`src/verilog/rv32e_pkg.sv`:
```
// Shared RV32E types; word loads/stores only, branches and system opcodes are not encoded here
`default_nettype none

package rv32e_pkg;

    localparam int XLEN       = 32;
    localparam int REG_ADDR_W = 4;    // RV32E uses the low 4 bits of each register field

    localparam logic [XLEN-1:0] RESET_PC  = 32'h8000_0000;
    localparam logic [XLEN-1:0] NOP_INSTR = 32'h0000_0013;    // ADDI x0, x0, 0

    localparam logic [6:0] OP_REG   = 7'b0110011;
    localparam logic [6:0] OP_IMM   = 7'b0010011;
    localparam logic [6:0] OP_LOAD  = 7'b0000011;
    localparam logic [6:0] OP_STORE = 7'b0100011;
    localparam logic [6:0] OP_LUI   = 7'b0110111;
    localparam logic [6:0] OP_AUIPC = 7'b0010111;

    typedef struct packed {
        logic [6:0] funct7;
        logic [4:0] rs2;
        logic [4:0] rs1;
        logic [2:0] funct3;
        logic [4:0] rd;
        logic [6:0] opcode;
    } r_fmt_t;

    typedef struct packed {
        logic [11:0] imm12;
        logic [4:0]  rs1;
        logic [2:0]  funct3;
        logic [4:0]  rd;
        logic [6:0]  opcode;
    } i_fmt_t;

    typedef struct packed {
        logic [6:0] imm_hi;
        logic [4:0] rs2;
        logic [4:0] rs1;
        logic [2:0] funct3;
        logic [4:0] imm_lo;
        logic [6:0] opcode;
    } s_fmt_t;

    typedef struct packed {
        logic [19:0] imm20;
        logic [4:0]  rd;
        logic [6:0]  opcode;
    } u_fmt_t;

    // Same instruction word, four field layouts
    typedef union packed {
        r_fmt_t r_fmt;
        i_fmt_t i_fmt;
        s_fmt_t s_fmt;
        u_fmt_t u_fmt;
    } instr_u;

    // Encoded as {funct7[5], funct3}
    typedef enum logic [3:0] {
        ALU_ADD  = 4'b0000,
        ALU_SLL  = 4'b0001,
        ALU_SLT  = 4'b0010,
        ALU_SLTU = 4'b0011,
        ALU_XOR  = 4'b0100,
        ALU_SRL  = 4'b0101,
        ALU_OR   = 4'b0110,
        ALU_AND  = 4'b0111,
        ALU_SUB  = 4'b1000,
        ALU_SRA  = 4'b1101
    } alu_op_e;

    typedef enum logic [1:0] {A_RS1, A_PC, A_ZERO} a_sel_e;

    typedef enum logic [1:0] {FWD_REGFILE, FWD_EX_MEM, FWD_MEM_WB, FWD_RETIRED} fwd_sel_e;

    typedef struct packed {
        logic [XLEN-1:0]       pc;
        logic [XLEN-1:0]       rs1_data;
        logic [XLEN-1:0]       rs2_data;
        logic [XLEN-1:0]       imm;
        logic [REG_ADDR_W-1:0] rs1;
        logic [REG_ADDR_W-1:0] rs2;
        logic [REG_ADDR_W-1:0] rd;
        alu_op_e               alu_op;
        a_sel_e                a_sel;
        logic                  b_imm;    // Operand B from the immediate
        logic                  mem_we;
        logic                  mem_re;
        logic                  reg_we;
    } id_ex_t;

    typedef struct packed {
        logic [XLEN-1:0]       result;    // ALU result or memory address
        logic [XLEN-1:0]       store_data;
        logic [REG_ADDR_W-1:0] rd;
        logic                  mem_we;
        logic                  mem_re;
        logic                  reg_we;
    } ex_mem_t;

    typedef struct packed {
        logic [REG_ADDR_W-1:0] rd;
        logic [XLEN-1:0]       data;
        logic                  we;
    } wb_t;

endpackage

`default_nettype wire
```
`src/verilog/rv32e_core.sv`:
```
// RV32E five-stage core top; instruction and data memory must answer combinationally, no branches
`timescale 1ns/1ps
`default_nettype none

module rv32e_core (
    input  wire                        clk,
    input  wire                        rst_n,
    output logic [rv32e_pkg::XLEN-1:0] instr_addr_o,
    input  wire  [rv32e_pkg::XLEN-1:0] instr_data_i,
    output logic [rv32e_pkg::XLEN-1:0] mem_addr_o,
    output logic [rv32e_pkg::XLEN-1:0] mem_wdata_o,
    output logic                       mem_we_o,
    output logic                       mem_re_o,
    input  wire  [rv32e_pkg::XLEN-1:0] mem_rdata_i
);

    rv32e_pkg::instr_u         if_instr;
    logic [rv32e_pkg::XLEN-1:0] if_pc;
    logic [rv32e_pkg::XLEN-1:0] imm;
    logic [rv32e_pkg::XLEN-1:0] rs1_data;
    logic [rv32e_pkg::XLEN-1:0] rs2_data;
    logic                       stall;
    rv32e_pkg::id_ex_t          id_ex;
    rv32e_pkg::fwd_sel_e        fwd_a;
    rv32e_pkg::fwd_sel_e        fwd_b;
    rv32e_pkg::ex_mem_t         ex_mem;
    rv32e_pkg::wb_t             mem_wb;
    rv32e_pkg::wb_t             retired;

    fetch_stage u_fetch (
        .clk          (clk),
        .rst_n        (rst_n),
        .stall_i      (stall),
        .instr_data_i (instr_data_i),
        .instr_addr_o (instr_addr_o),
        .instr_o      (if_instr),
        .pc_o         (if_pc)
    );

    imm_gen u_imm (
        .instr_i (if_instr),
        .imm_o   (imm)
    );

    reg_file u_rf (
        .clk        (clk),
        .rst_n      (rst_n),
        .rs1_addr_i (if_instr.r_fmt.rs1[rv32e_pkg::REG_ADDR_W-1:0]),
        .rs2_addr_i (if_instr.r_fmt.rs2[rv32e_pkg::REG_ADDR_W-1:0]),
        .rs1_data_o (rs1_data),
        .rs2_data_o (rs2_data),
        .wr_i       (mem_wb)
    );

    pipe_ctrl u_ctrl (
        .clk        (clk),
        .rst_n      (rst_n),
        .instr_i    (if_instr),
        .pc_i       (if_pc),
        .imm_i      (imm),
        .rs1_data_i (rs1_data),
        .rs2_data_i (rs2_data),
        .ex_mem_i   (ex_mem),
        .mem_wb_i   (mem_wb),
        .retired_i  (retired),
        .id_ex_o    (id_ex),
        .stall_o    (stall),
        .fwd_a_o    (fwd_a),
        .fwd_b_o    (fwd_b)
    );

    exec_stage u_exec (
        .clk         (clk),
        .rst_n       (rst_n),
        .id_ex_i     (id_ex),
        .fwd_a_i     (fwd_a),
        .fwd_b_i     (fwd_b),
        .mem_rdata_i (mem_rdata_i),
        .ex_mem_o    (ex_mem),
        .mem_wb_o    (mem_wb),
        .retired_o   (retired)
    );

    // Data port is driven by the EX/MEM register
    assign mem_addr_o  = ex_mem.result;
    assign mem_wdata_o = ex_mem.store_data;
    assign mem_we_o    = ex_mem.mem_we;
    assign mem_re_o    = ex_mem.mem_re;

endmodule

`default_nettype wire

```
`src/verilog/exec_stage.sv`:
```
// Forwarding muxes, ALU and the EX/MEM, MEM/WB and retired registers; word loads only
`timescale 1ns/1ps
`default_nettype none

module exec_stage (
    input  wire                        clk,
    input  wire                        rst_n,
    input  wire rv32e_pkg::id_ex_t     id_ex_i,
    input  wire rv32e_pkg::fwd_sel_e   fwd_a_i,
    input  wire rv32e_pkg::fwd_sel_e   fwd_b_i,
    input  wire [rv32e_pkg::XLEN-1:0]  mem_rdata_i,
    output rv32e_pkg::ex_mem_t         ex_mem_o,
    output rv32e_pkg::wb_t             mem_wb_o,
    output rv32e_pkg::wb_t             retired_o
);

    logic [rv32e_pkg::XLEN-1:0] rs1_val;
    logic [rv32e_pkg::XLEN-1:0] rs2_val;
    logic [rv32e_pkg::XLEN-1:0] op_a;
    logic [rv32e_pkg::XLEN-1:0] op_b;
    logic [rv32e_pkg::XLEN-1:0] alu_res;
    logic [4:0]                 shamt;

    function automatic logic [rv32e_pkg::XLEN-1:0] fwd_mux(
        input rv32e_pkg::fwd_sel_e       sel,
        input logic [rv32e_pkg::XLEN-1:0] rf_val
    );
        case (sel)
            rv32e_pkg::FWD_EX_MEM:  return ex_mem_o.result;
            rv32e_pkg::FWD_MEM_WB:  return mem_wb_o.data;
            rv32e_pkg::FWD_RETIRED: return retired_o.data;
            default:                return rf_val;
        endcase
    endfunction

    always_comb begin
        rs1_val = fwd_mux(fwd_a_i, id_ex_i.rs1_data);
        rs2_val = fwd_mux(fwd_b_i, id_ex_i.rs2_data);

        case (id_ex_i.a_sel)
            rv32e_pkg::A_PC:   op_a = id_ex_i.pc;    // AUIPC
            rv32e_pkg::A_ZERO: op_a = '0;            // LUI
            default:           op_a = rs1_val;
        endcase
        op_b  = id_ex_i.b_imm ? id_ex_i.imm : rs2_val;
        shamt = op_b[4:0];

        case (id_ex_i.alu_op)
            rv32e_pkg::ALU_SUB:  alu_res = op_a - op_b;
            rv32e_pkg::ALU_SLL:  alu_res = op_a << shamt;
            rv32e_pkg::ALU_SLT:  alu_res = {{(rv32e_pkg::XLEN-1){1'b0}},
                                            $signed(op_a) < $signed(op_b)};
            rv32e_pkg::ALU_SLTU: alu_res = {{(rv32e_pkg::XLEN-1){1'b0}}, op_a < op_b};
            rv32e_pkg::ALU_XOR:  alu_res = op_a ^ op_b;
            rv32e_pkg::ALU_SRL:  alu_res = op_a >> shamt;
            rv32e_pkg::ALU_SRA:  alu_res = $unsigned($signed(op_a) >>> shamt);
            rv32e_pkg::ALU_OR:   alu_res = op_a | op_b;
            rv32e_pkg::ALU_AND:  alu_res = op_a & op_b;
            default:             alu_res = op_a + op_b;    // ADD, address calc
        endcase
    end

    always_ff @(posedge clk or negedge rst_n) begin
        if (!rst_n) begin
            ex_mem_o  <= '0;
            mem_wb_o  <= '0;
            retired_o <= '0;
        end else begin
            ex_mem_o.result     <= alu_res;
            ex_mem_o.store_data <= rs2_val;    // Forwarded rs2
            ex_mem_o.rd         <= id_ex_i.rd;
            ex_mem_o.mem_we     <= id_ex_i.mem_we;
            ex_mem_o.mem_re     <= id_ex_i.mem_re;
            ex_mem_o.reg_we     <= id_ex_i.reg_we;

            // Load data arrives in the same cycle as the address
            mem_wb_o.rd   <= ex_mem_o.rd;
            mem_wb_o.data <= ex_mem_o.mem_re ? mem_rdata_i : ex_mem_o.result;
            mem_wb_o.we   <= ex_mem_o.reg_we;

            // One more cycle covers the readers of the register file before the write
            retired_o <= mem_wb_o;
        end
    end

endmodule

`default_nettype wire

```
`src/verilog/pipe_ctrl.sv`:
```
// Decode, ID/EX register and hazard control; unknown opcodes decode as NOPs, stall check is conservative
`timescale 1ns/1ps
`default_nettype none

module pipe_ctrl (
    input  wire                           clk,
    input  wire                           rst_n,
    input  wire rv32e_pkg::instr_u        instr_i,
    input  wire [rv32e_pkg::XLEN-1:0]     pc_i,
    input  wire [rv32e_pkg::XLEN-1:0]     imm_i,
    input  wire [rv32e_pkg::XLEN-1:0]     rs1_data_i,
    input  wire [rv32e_pkg::XLEN-1:0]     rs2_data_i,
    input  wire rv32e_pkg::ex_mem_t       ex_mem_i,
    input  wire rv32e_pkg::wb_t           mem_wb_i,
    input  wire rv32e_pkg::wb_t           retired_i,
    output rv32e_pkg::id_ex_t             id_ex_o,
    output logic                          stall_o,
    output rv32e_pkg::fwd_sel_e           fwd_a_o,
    output rv32e_pkg::fwd_sel_e           fwd_b_o
);

    logic [rv32e_pkg::REG_ADDR_W-1:0] rs1_idx;
    logic [rv32e_pkg::REG_ADDR_W-1:0] rs2_idx;
    logic [rv32e_pkg::REG_ADDR_W-1:0] rd_idx;
    logic [2:0]                       funct3;
    logic                             r_alt;    // SUB or SRA in R-type
    logic                             i_alt;    // SRAI only
    rv32e_pkg::alu_op_e               alu_op;
    rv32e_pkg::a_sel_e                a_sel;
    logic                             b_imm;
    logic                             mem_we;
    logic                             mem_re;
    logic                             reg_we;

    assign rs1_idx = instr_i.r_fmt.rs1[rv32e_pkg::REG_ADDR_W-1:0];
    assign rs2_idx = instr_i.r_fmt.rs2[rv32e_pkg::REG_ADDR_W-1:0];
    assign rd_idx  = instr_i.r_fmt.rd[rv32e_pkg::REG_ADDR_W-1:0];
    assign funct3  = instr_i.r_fmt.funct3;
    assign r_alt   = instr_i.r_fmt.funct7[5] && (funct3 == 3'b000 || funct3 == 3'b101);
    assign i_alt   = instr_i.r_fmt.funct7[5] && (funct3 == 3'b101);

    always_comb begin
        alu_op = rv32e_pkg::ALU_ADD;
        a_sel  = rv32e_pkg::A_RS1;
        b_imm  = 1'b0;
        mem_we = 1'b0;
        mem_re = 1'b0;
        reg_we = 1'b0;
        case (instr_i.r_fmt.opcode)
            rv32e_pkg::OP_REG: begin
                alu_op = rv32e_pkg::alu_op_e'({r_alt, funct3});
                reg_we = 1'b1;
            end
            rv32e_pkg::OP_IMM: begin
                alu_op = rv32e_pkg::alu_op_e'({i_alt, funct3});
                b_imm  = 1'b1;
                reg_we = 1'b1;
            end
            rv32e_pkg::OP_LOAD: begin
                b_imm  = 1'b1;    // Address is rs1 + imm
                mem_re = 1'b1;
                reg_we = 1'b1;
            end
            rv32e_pkg::OP_STORE: begin
                b_imm  = 1'b1;
                mem_we = 1'b1;
            end
            rv32e_pkg::OP_LUI: begin
                a_sel  = rv32e_pkg::A_ZERO;
                b_imm  = 1'b1;
                reg_we = 1'b1;
            end
            rv32e_pkg::OP_AUIPC: begin
                a_sel  = rv32e_pkg::A_PC;
                b_imm  = 1'b1;
                reg_we = 1'b1;
            end
            default: ;    // FENCE, SYSTEM and the rest act as NOPs
        endcase
    end

    // Load in ID/EX whose rd is named by the instruction in IF/ID
    assign stall_o = id_ex_o.mem_re && (id_ex_o.rd != '0) &&
                     ((id_ex_o.rd == rs1_idx) || (id_ex_o.rd == rs2_idx));

    // Nearest producer wins; a load never forwards from EX/MEM
    function automatic rv32e_pkg::fwd_sel_e pick_src(
        input logic [rv32e_pkg::REG_ADDR_W-1:0] src
    );
        if (src == '0)
            return rv32e_pkg::FWD_REGFILE;
        else if (ex_mem_i.reg_we && !ex_mem_i.mem_re && ex_mem_i.rd == src)
            return rv32e_pkg::FWD_EX_MEM;
        else if (mem_wb_i.we && mem_wb_i.rd == src)
            return rv32e_pkg::FWD_MEM_WB;
        else if (retired_i.we && retired_i.rd == src)
            return rv32e_pkg::FWD_RETIRED;
        return rv32e_pkg::FWD_REGFILE;
    endfunction

    always_comb begin
        fwd_a_o = pick_src(id_ex_o.rs1);
        fwd_b_o = pick_src(id_ex_o.rs2);
    end

    always_ff @(posedge clk or negedge rst_n) begin
        if (!rst_n) begin
            id_ex_o <= '0;
        end else begin
            id_ex_o.pc       <= pc_i;
            id_ex_o.rs1_data <= rs1_data_i;
            id_ex_o.rs2_data <= rs2_data_i;
            id_ex_o.imm      <= imm_i;
            id_ex_o.rs1      <= rs1_idx;
            id_ex_o.rs2      <= rs2_idx;
            id_ex_o.rd       <= rd_idx;
            id_ex_o.alu_op   <= alu_op;
            id_ex_o.a_sel    <= a_sel;
            id_ex_o.b_imm    <= b_imm;
            id_ex_o.mem_we   <= mem_we && !stall_o;    // Bubble on stall
            id_ex_o.mem_re   <= mem_re && !stall_o;
            id_ex_o.reg_we   <= reg_we && !stall_o;
        end
    end

endmodule

`default_nettype wire

```
`src/verilog/reg_file.sv`:
```
// 16-entry register file with combinational reads and no write-through; x0 stays zero
`timescale 1ns/1ps
`default_nettype none

module reg_file (
    input  wire                              clk,
    input  wire                              rst_n,
    input  wire [rv32e_pkg::REG_ADDR_W-1:0]  rs1_addr_i,
    input  wire [rv32e_pkg::REG_ADDR_W-1:0]  rs2_addr_i,
    output logic [rv32e_pkg::XLEN-1:0]       rs1_data_o,
    output logic [rv32e_pkg::XLEN-1:0]       rs2_data_o,
    input  wire rv32e_pkg::wb_t              wr_i
);

    logic [rv32e_pkg::XLEN-1:0] regs [0:(1 << rv32e_pkg::REG_ADDR_W)-1];

    always_ff @(posedge clk or negedge rst_n) begin
        if (!rst_n) begin
            for (int i = 0; i < (1 << rv32e_pkg::REG_ADDR_W); i++)
                regs[i] <= '0;
        end else if (wr_i.we && wr_i.rd != '0) begin
            regs[wr_i.rd] <= wr_i.data;    // x0 is never written
        end
    end

    assign rs1_data_o = regs[rs1_addr_i];
    assign rs2_data_o = regs[rs2_addr_i];

endmodule

`default_nettype wire

```
`src/verilog/imm_gen.sv`:
```
// Immediate builder for I, S and U formats; other opcodes give zero
`timescale 1ns/1ps
`default_nettype none

module imm_gen (
    input  wire rv32e_pkg::instr_u     instr_i,
    output logic [rv32e_pkg::XLEN-1:0] imm_o
);

    logic [11:0] s_imm;

    assign s_imm = {instr_i.s_fmt.imm_hi, instr_i.s_fmt.imm_lo};

    always_comb begin
        case (instr_i.r_fmt.opcode)
            rv32e_pkg::OP_IMM,
            rv32e_pkg::OP_LOAD: begin
                imm_o = {{(rv32e_pkg::XLEN-12){instr_i.i_fmt.imm12[11]}},
                         instr_i.i_fmt.imm12};
            end
            rv32e_pkg::OP_STORE: begin
                imm_o = {{(rv32e_pkg::XLEN-12){s_imm[11]}}, s_imm};
            end
            rv32e_pkg::OP_LUI,
            rv32e_pkg::OP_AUIPC: begin
                imm_o = {instr_i.u_fmt.imm20, 12'b0};    // Upper 20 bits, low bits zero
            end
            default: begin
                imm_o = '0;
            end
        endcase
    end

endmodule

`default_nettype wire

```
`src/verilog/fetch_stage.sv`:
```
// PC and IF/ID register; PC only advances by 4, instruction memory must answer in the same cycle
`timescale 1ns/1ps
`default_nettype none

module fetch_stage (
    input  wire                        clk,
    input  wire                        rst_n,
    input  wire                        stall_i,
    input  wire  [rv32e_pkg::XLEN-1:0] instr_data_i,
    output logic [rv32e_pkg::XLEN-1:0] instr_addr_o,
    output rv32e_pkg::instr_u          instr_o,
    output logic [rv32e_pkg::XLEN-1:0] pc_o
);

    logic [rv32e_pkg::XLEN-1:0] pc_q;

    assign instr_addr_o = pc_q;

    always_ff @(posedge clk or negedge rst_n) begin
        if (!rst_n) begin
            pc_q    <= rv32e_pkg::RESET_PC;
            instr_o <= rv32e_pkg::NOP_INSTR;
            pc_o    <= rv32e_pkg::RESET_PC;
        end else if (!stall_i) begin
            pc_q    <= pc_q + rv32e_pkg::XLEN'(4);
            instr_o <= instr_data_i;
            pc_o    <= pc_q;    // PC of the word now in IF/ID
        end
        // Stalled: PC and IF/ID keep their values
    end

endmodule

`default_nettype wire

```
`config.mk`:
```
export PLATFORM = sky130hd
export DESIGN_NAME = rv32e_core
export DESIGN_NICKNAME = d
export VERILOG_FILES = /design/src/verilog/rv32e_pkg.sv /design/src/verilog/rv32e_core.sv /design/src/verilog/exec_stage.sv /design/src/verilog/pipe_ctrl.sv /design/src/verilog/reg_file.sv /design/src/verilog/imm_gen.sv /design/src/verilog/fetch_stage.sv
export SDC_FILE = /design/constraint.sdc
export NUM_CORES = 2
export LEC_CHECK = 0
export BUFFER_PORTS_ARGS = -buffer_cell sky130_fd_sc_hd__buf_2
export CORE_UTILIZATION = 50
export CTS_BUF_LIST = sky130_fd_sc_hd__clkbuf_2 sky130_fd_sc_hd__clkbuf_4 sky130_fd_sc_hd__clkbuf_8
export CTS_CLUSTER_DIAMETER = 100
export DETAILED_ROUTE_END_ITERATION = 6
export GPL_ROUTABILITY_DRIVEN = 0
export PLACE_DENSITY_LB_ADDON = 0.12
export SETUP_SLACK_MARGIN = 0.2
export SKIP_CTS_REPAIR_TIMING = 1
export SYNTH_ARGS = -nofsm -noshare
export SYNTH_HDL_FRONTEND = slang
export SYNTH_SLANG_ARGS = --single-unit
```
`constraint.sdc`:
```
create_clock -name clk -period 15.5 [get_ports clk]
set_clock_uncertainty 0.2 [all_clocks]
set_input_delay 0.775 -clock clk [delete_from_list [all_inputs] [get_ports clk]]
set_output_delay 0.775 -clock clk [all_outputs]
set_load 0.02 [all_outputs]
```
======== Yosys cells after proc, flatten, opt, wreduce, memory -nomap -nowiden ========
Index checks and enable logic that the tools add are counted.
word-level totals
  input port bits ......................... 66
  output and inout port bits .............. 98
  bits in registers ....................... 903
cells by class
  bitwise logic cells ..................... 6
  muxes and demuxes ....................... 40
  add/sub/neg operators ................... 3
  equality and inequality tests ........... 32
  reductions and logical operators ........ 29
  order comparisons ....................... 6
  shifts and indexed selects .............. 3
operators with widths
  cell                                                             count
  512-bit bitwise mux                                              1
  32-bit one-hot mux with 3 select lines                           3
  32-bit one-hot mux with 9 select lines                           1
  32-bit binary-select mux with 4-bit select                       2
  32-bit 2-to-1 mux                                                7
  32-bit demux with 4-bit select                                   1
  32-bit < comparator                                              2
  32-bit one-hot mux with 2 select lines                           1
  32-bit by 3-bit adder with 32-bit output, second input constant  1
  32-bit adder                                                     1
  32-bit bitwise AND                                               1
  4-bit == test                                                    8
  32-bit OR                                                        1
  32-bit by 5-bit << shifter with 32-bit output                    1
  32-bit by 5-bit >> shifter with 32-bit output                    1
  32-bit by 5-bit >>> shifter with 32-bit output                   1
  32-bit subtractor                                                1
  32-bit XOR                                                       1
  7-bit by 6-bit == test with 1-bit output, second input constant  3
  2-bit 2-to-1 mux                                                 10
  4-bit by 3-bit == test with 1-bit output, second input constant  4
  1-bit logical AND                                                16
  5-bit >= comparator, second input constant                       3
  4-bit NOT with 5-bit output                                      3
  other kinds (19)                                                 45

======== Longest topological paths before layout ========
  depth after elaboration ................. 12
  mapped depth ............................ 25

======== Cells and area by module ========
From an unflattened synthesis, not the netlist that was laid out.
unflattened totals
  cells, all modules ...................... 3925
  area total of the unflattened synthesis .. 49590.1 sq um
modules (own cells, without submodules)
  module       area an instance (sq um)  sequential area each (sq um)  instances  cells each
  reg_file     26261.4                   12812.3                       1          1670
  exec_stage   14873.0                   3628.5                        1          1705
  pipe_ctrl    4377.9                    3753.6                        1          241
  fetch_stage  3674.8                    2308.5                        1          254
  imm_gen      402.9                     0.0                           1          55

======== Worst setup path after synthesis ========
OpenSTA, ideal clock, no wires.
  path kind ............................... register to register
  from .................................... register u_ctrl.id_ex_o[17] in the netlist's numbering
  to ...................................... register u_exec.ex_mem_o[69] in the netlist's numbering
  cell stages (with the launch flop) ...... 26
  required time ........................... 15.182 ns
  buffers on the path ..................... 4
  slack ................................... 9.648 ns
  arrival time ............................ 5.534 ns
  path through ............................ dfrtp_1 -> xor2_1 -> nor3_1 -> and2_1 -> buf_2 -> a21oi_1 -> a221o_1 -> inv_1 -> buf_2 -> buf_2 -> buf_1 -> ha_1 -> inv_1 -> fa_1 -> a21o_1 -> a21oi_1 -> o21ai_0 -> a22oi_1 -> a21oi_1 -> a211oi_1 -> o211a_1 -> o41ai_1 -> a21oi_1 -> o21ai_0 -> a221o_1 -> a21o_1
between the ends
  word-level cells in the longest chain between the ends .. 12
  elaborated cells between the ends (all ways) .. 29
  classes of those cells .................. add/sub (2); eq/ne (6); shift (3); mux (11); bitwise (3); reduce/logical (4)
ends and longest elaborated chain
  element                                                                           RTL line          source
  start, declared                                                                   pipe_ctrl.sv:16   output rv32e_pkg::id_ex_t id_ex_o,
  4-bit == test                                                                     pipe_ctrl.sv:96   else if (retired_i.we && retired_i.rd == src)
  1-bit logical AND                                                                 pipe_ctrl.sv:96
  1-bit 2-to-1 mux                                                                  pipe_ctrl.sv:96
  1-bit 2-to-1 mux                                                                  pipe_ctrl.sv:94   else if (mem_wb_i.we && mem_wb_i.rd == src)
  1-bit 2-to-1 mux                                                                  pipe_ctrl.sv:92   else if (ex_mem_i.reg_we && !ex_mem_i.mem_re && ex_mem_i.rd == src)
  1-bit 2-to-1 mux                                                                  pipe_ctrl.sv:90   if (src == '0)
  2-bit 2-to-1 mux (*)                                                              pipe_ctrl.sv:98   return rv32e_pkg::FWD_REGFILE;
  2-bit == test / 2-bit by 1-bit == test with 1-bit output (equally long branches)  exec_stage.sv:28  case (sel)
  32-bit one-hot mux with 3 select lines (*)                                        exec_stage.sv:28
  32-bit 2-to-1 mux (*)                                                             exec_stage.sv:45  op_b = id_ex_i.b_imm ? id_ex_i.imm : rs2_val;
  32-bit adder (tied with other cells)                                              exec_stage.sv:59  default: alu_res = op_a + op_b;
  32-bit one-hot mux with 9 select lines (*)                                        exec_stage.sv:48  case (id_ex_i.alu_op)
  net u_exec.alu_res (one bit)                                                      exec_stage.sv:21  logic [rv32e_pkg::XLEN-1:0] alu_res;
  end, declared                                                                     exec_stage.sv:12  output rv32e_pkg::ex_mem_t ex_mem_o,
The timed path passes the listed nets; every way through them passes the cells marked *.
A chain may end at the register's enable or synchronous reset.

======== Worst setup path after layout ========
  from .................................... register u_ctrl.id_ex_o[18] in the netlist's numbering
  to ...................................... register u_exec.ex_mem_o[69] in the netlist's numbering
between the ends
  word-level cells in the longest chain between the ends .. 12
  elaborated cells between the ends (all ways) .. 29
  classes of those cells .................. add/sub (2); eq/ne (6); shift (3); mux (11); bitwise (3); reduce/logical (4)
ends and longest elaborated chain
  element                                                                           RTL line          source
  4-bit == test                                                                     pipe_ctrl.sv:96
  1-bit logical AND                                                                 pipe_ctrl.sv:96
  1-bit 2-to-1 mux                                                                  pipe_ctrl.sv:96
  1-bit 2-to-1 mux                                                                  pipe_ctrl.sv:94
  1-bit 2-to-1 mux                                                                  pipe_ctrl.sv:92
  1-bit 2-to-1 mux                                                                  pipe_ctrl.sv:90
  2-bit 2-to-1 mux (*)                                                              pipe_ctrl.sv:98
  2-bit == test / 2-bit by 1-bit == test with 1-bit output (equally long branches)  exec_stage.sv:28
  32-bit one-hot mux with 3 select lines (*)                                        exec_stage.sv:28
  32-bit one-hot mux with 2 select lines (*)                                        exec_stage.sv:40  case (id_ex_i.a_sel)
  32-bit adder (tied with other cells)                                              exec_stage.sv:59
  32-bit one-hot mux with 9 select lines (*)                                        exec_stage.sv:48
  net u_exec.alu_res (one bit)                                                      exec_stage.sv:21
Marked as above.

==> results_dict.tcl <==
set metrics [dict create \
    grt_max_degree 176 \
    cts.clk_slew.worst_paths_ns 0.07 \
    antenna_found_initial 6 \
    tritoncts "built" \
    grt_pass1_wl_microns 248000 \
    initial_core_util_pct 50.7 \
    place_hpwl_microns 112000 \
    numCtsBuffers 154 \
    ys_types 96 \
    drt_iter0_drc 4438 \
    cp_slowest_stage_delay_ns 0.96 \
    relSlewSlack_pct 21.8 \
    timing.hold.ws_ns -0.0364 \
    required_ns 16.05 \
    num_vias 36700 \
    clockBufferDepth 3 \
    yosys_warnings 0 \
    async_flop_share_pct 100 \
    yosysTopAreaCell "dfrtp_1" \
    ys_ff_latch 897 \
    power.leakage_nw 25.6 \
    rows 115 \
    yosysMostFrequentCell "dfrtp_1" \
    peakVddDrop_v 0.0000901 \
    crit_top_cell "a21oi_1" \
    path_cells "or4_1, nand4_2, nor2_1, a32o_1, a221oi_1, ha_1, inv_1, fa_1, a21o_1, a21oi_1, o21ai_0, a22oi_1, a21oi_1, a211oi_1, o211a_1, o41ai_1, a21oi_1, o21ai_0, a221o_1, a21o_1" \
    max_freq_mhz 130 \
    drtAntennaViolNets 0 \
    wl_microns 168000 \
    critPathBufInv 1 \
    synthFlopType "dfrtp_1" \
    filler_cell_count 8273 \
    placeableCoreArea_sq_um 98900 \
    yosys-top-cells-count "dfrtp_1, mux2_2, mux4_2, clkbuf_1, nand2_1" \
    overflow 0 \
    ys_seq_area_share_pct 44.8 \
    drc 0 \
    yosysTopAreaCellShare_pct 44.5 \
    fin_crit_sh_pct 49.5 \
    drv_slew 0 \
    status "complete, but fails checks" \
    pwr_density_cell_nw_per_um2 92.6 \
    end_kind "register" \
    rsz0062_at_grt "false" \
    setup_violations 0 \
    violations "negative hold slack" \
    syn_to_final_growth_pct 10.1 \
    wl_per_cell_microns 30.2 \
    pin_count 164 \
    drive_gt1_share_pct 34.9 \
    grt_pass1_vias 35800 \
    vias_per_cell 6.57 \
    die_w_microns 319 \
    worstSkewPairLatency_ns 0.87 \
    critPathSlowestCell "a211oi_1" \
    finalHoldViolations 1 \
    htreeDepth 4 \
    synth_cells 4161 \
    setup_tns_ns 0 \
    portBuffers 161 \
    firstDrtPassIters 7 \
    maxCapViolCount 0 \
    die_y_microns 319 \
    layout.nets 4342 \
    startpoint_type "register" \
    netlist_area_sq_um 50200 \
    critPathArrivalTime_ns 8.22 \
    cp_top_family "compound AO/OA/AOI/OAI gates" \
    crit_type "reg2reg" \
    min_period_ns 7.67 \
    clock-root-buffer "clkbuf_8" \
    track_usage_pct 33.3 \
    worst_pin_slew_ns 1.17 \
    synth_edf_count 0 \
    syn_avg_cell_area_sq_um 12.1 \
    cp_max_fo 26 \
    cts_sinks 897 \
    dieArea_sq_um 102000 \
    synth.area.top_cells "dfrtp_1, mux4_2, mux2_2, ha_1, mux2i_1" \
    hold_path_class "in2reg" \
]
[registers in the layout, indices dropped and copies added, names as in the netlist]
name,flops
u_exec.retired_o,37
u_fetch.instr_addr_o,30
u_fetch.instr_o,32
u_rf.regs,512
u_exec.mem_wb_o,37
u_fetch.pc_o,30
u_exec.ex_mem_o,71
u_ctrl.id_ex_o,148
[metrics by stage]
step           instance area, sq um  total power, mW  util [%]  std cells  setup WS (ns)
2_1_floorplan                 50200             2.68         -       4162           9.65
3_3_place_gp                  51500             2.85      52.1       5258           8.29
3_5_place_dp                  51500             2.85      52.1       5258           8.16
4_1_cts                       54800             5.15      55.4       5527           8.12
5_1_grt                       55200             5.30      55.9       5578           7.34
6_report                      55200             5.12      55.9       5579           7.83
[logic make-up (layout without fill, tap and decap cells)]
logic type,count (synthesis),after routing,synth area share (%)
compound gates,823,823,11.0
flops,897,897,44.8
buf+inv,566,692,4.92
fa+ha+maj,101,101,2.55
simple gates,716,716,6.46
xor+xnor,74,74,1.29
other cells,1,6,0.00748
mux,983,983,29.0
[path summary, 6_finish.rpt]
kind                                     from                  endpoint  slack, ns  cells past startpoint
max                        u_ctrl.id_ex_o[18]       u_exec.ex_mem_o[69]       7.83                     20
min                            mem_rdata_i[4]        u_exec.mem_wb_o[5]      -0.04                      3
max reg2reg                u_ctrl.id_ex_o[18]       u_exec.ex_mem_o[69]       7.83                     20
min reg2reg                  u_fetch.pc_o[24]       u_ctrl.id_ex_o[142]       0.14                      0
max in group asynchronous               rst_n             u_rf.regs[30]      11.37                      5
min in group asynchronous               rst_n  u_fetch.instr_addr_o[10]       0.42                      2
[worst reg2reg max path, cell delays in order, from the launching register on]
cell and delay [ns]:
dfrtp_1 0.46, or4_1 0.70, nand4_2 0.60, nor2_1 0.29
a32o_1 0.28, a221oi_1 0.64, ha_1 0.29, inv_1 0.06
fa_1 0.46, a21o_1 0.18, a21oi_1 0.27, o21ai_0 0.14
a22oi_1 0.37, a21oi_1 0.14, a211oi_1 0.96, o211a_1 0.33
o41ai_1 0.16, a21oi_1 0.31, o21ai_0 0.19, a221o_1 0.38
a21o_1 0.15
[area by class of cell]
class	count	area [sq um]	share of cell area [%]
Clock inverter	30	308	0.557
Timing Repair Buffer	285	1890	3.42
Clock buffer	239	2970	5.38
Tap cell	1287	1610	2.91
Inverter	138	518	0.938
Antenna cell	4	10.0	0.0181
Multi-Input combinational cell	2699	25500	46.1
Sequential cell	897	22500	40.7
[metal layers]
| metal | part of all wire, % | GRT usage [%] | wire length (microns) |
|---|---|---|---|
| met5 | 0.015 | 0 | 26 |
| met1 | 41 | 47.2 | 68700 |
| met4 | 4.8 | 14.2 | 8030 |
| met2 | 44 | 48.4 | 73400 |
| met3 | 11 | 8.94 | 18200 |
[layout by cell type (no fill, tap or decap), types with 118 or more instances in the layout]
cell type  count
nand2_1      267
dfrtp_1      882
a21oi_1      181
buf_2        160
mux2_2       549
clkbuf_8     188
nor2_1       196
inv_1        118
o21ai_0      189
mux4_2       321
[power breakdown]
part | internal, mW | total [mW] | switching [mW]
Clock | 1.29 | 2.30 | 1.01
Sequential | 2.39 | 2.47 | 0.0799
Combinational | 0.129 | 0.352 | 0.223
No activity file was read; power rests on OpenSTA's default activity.
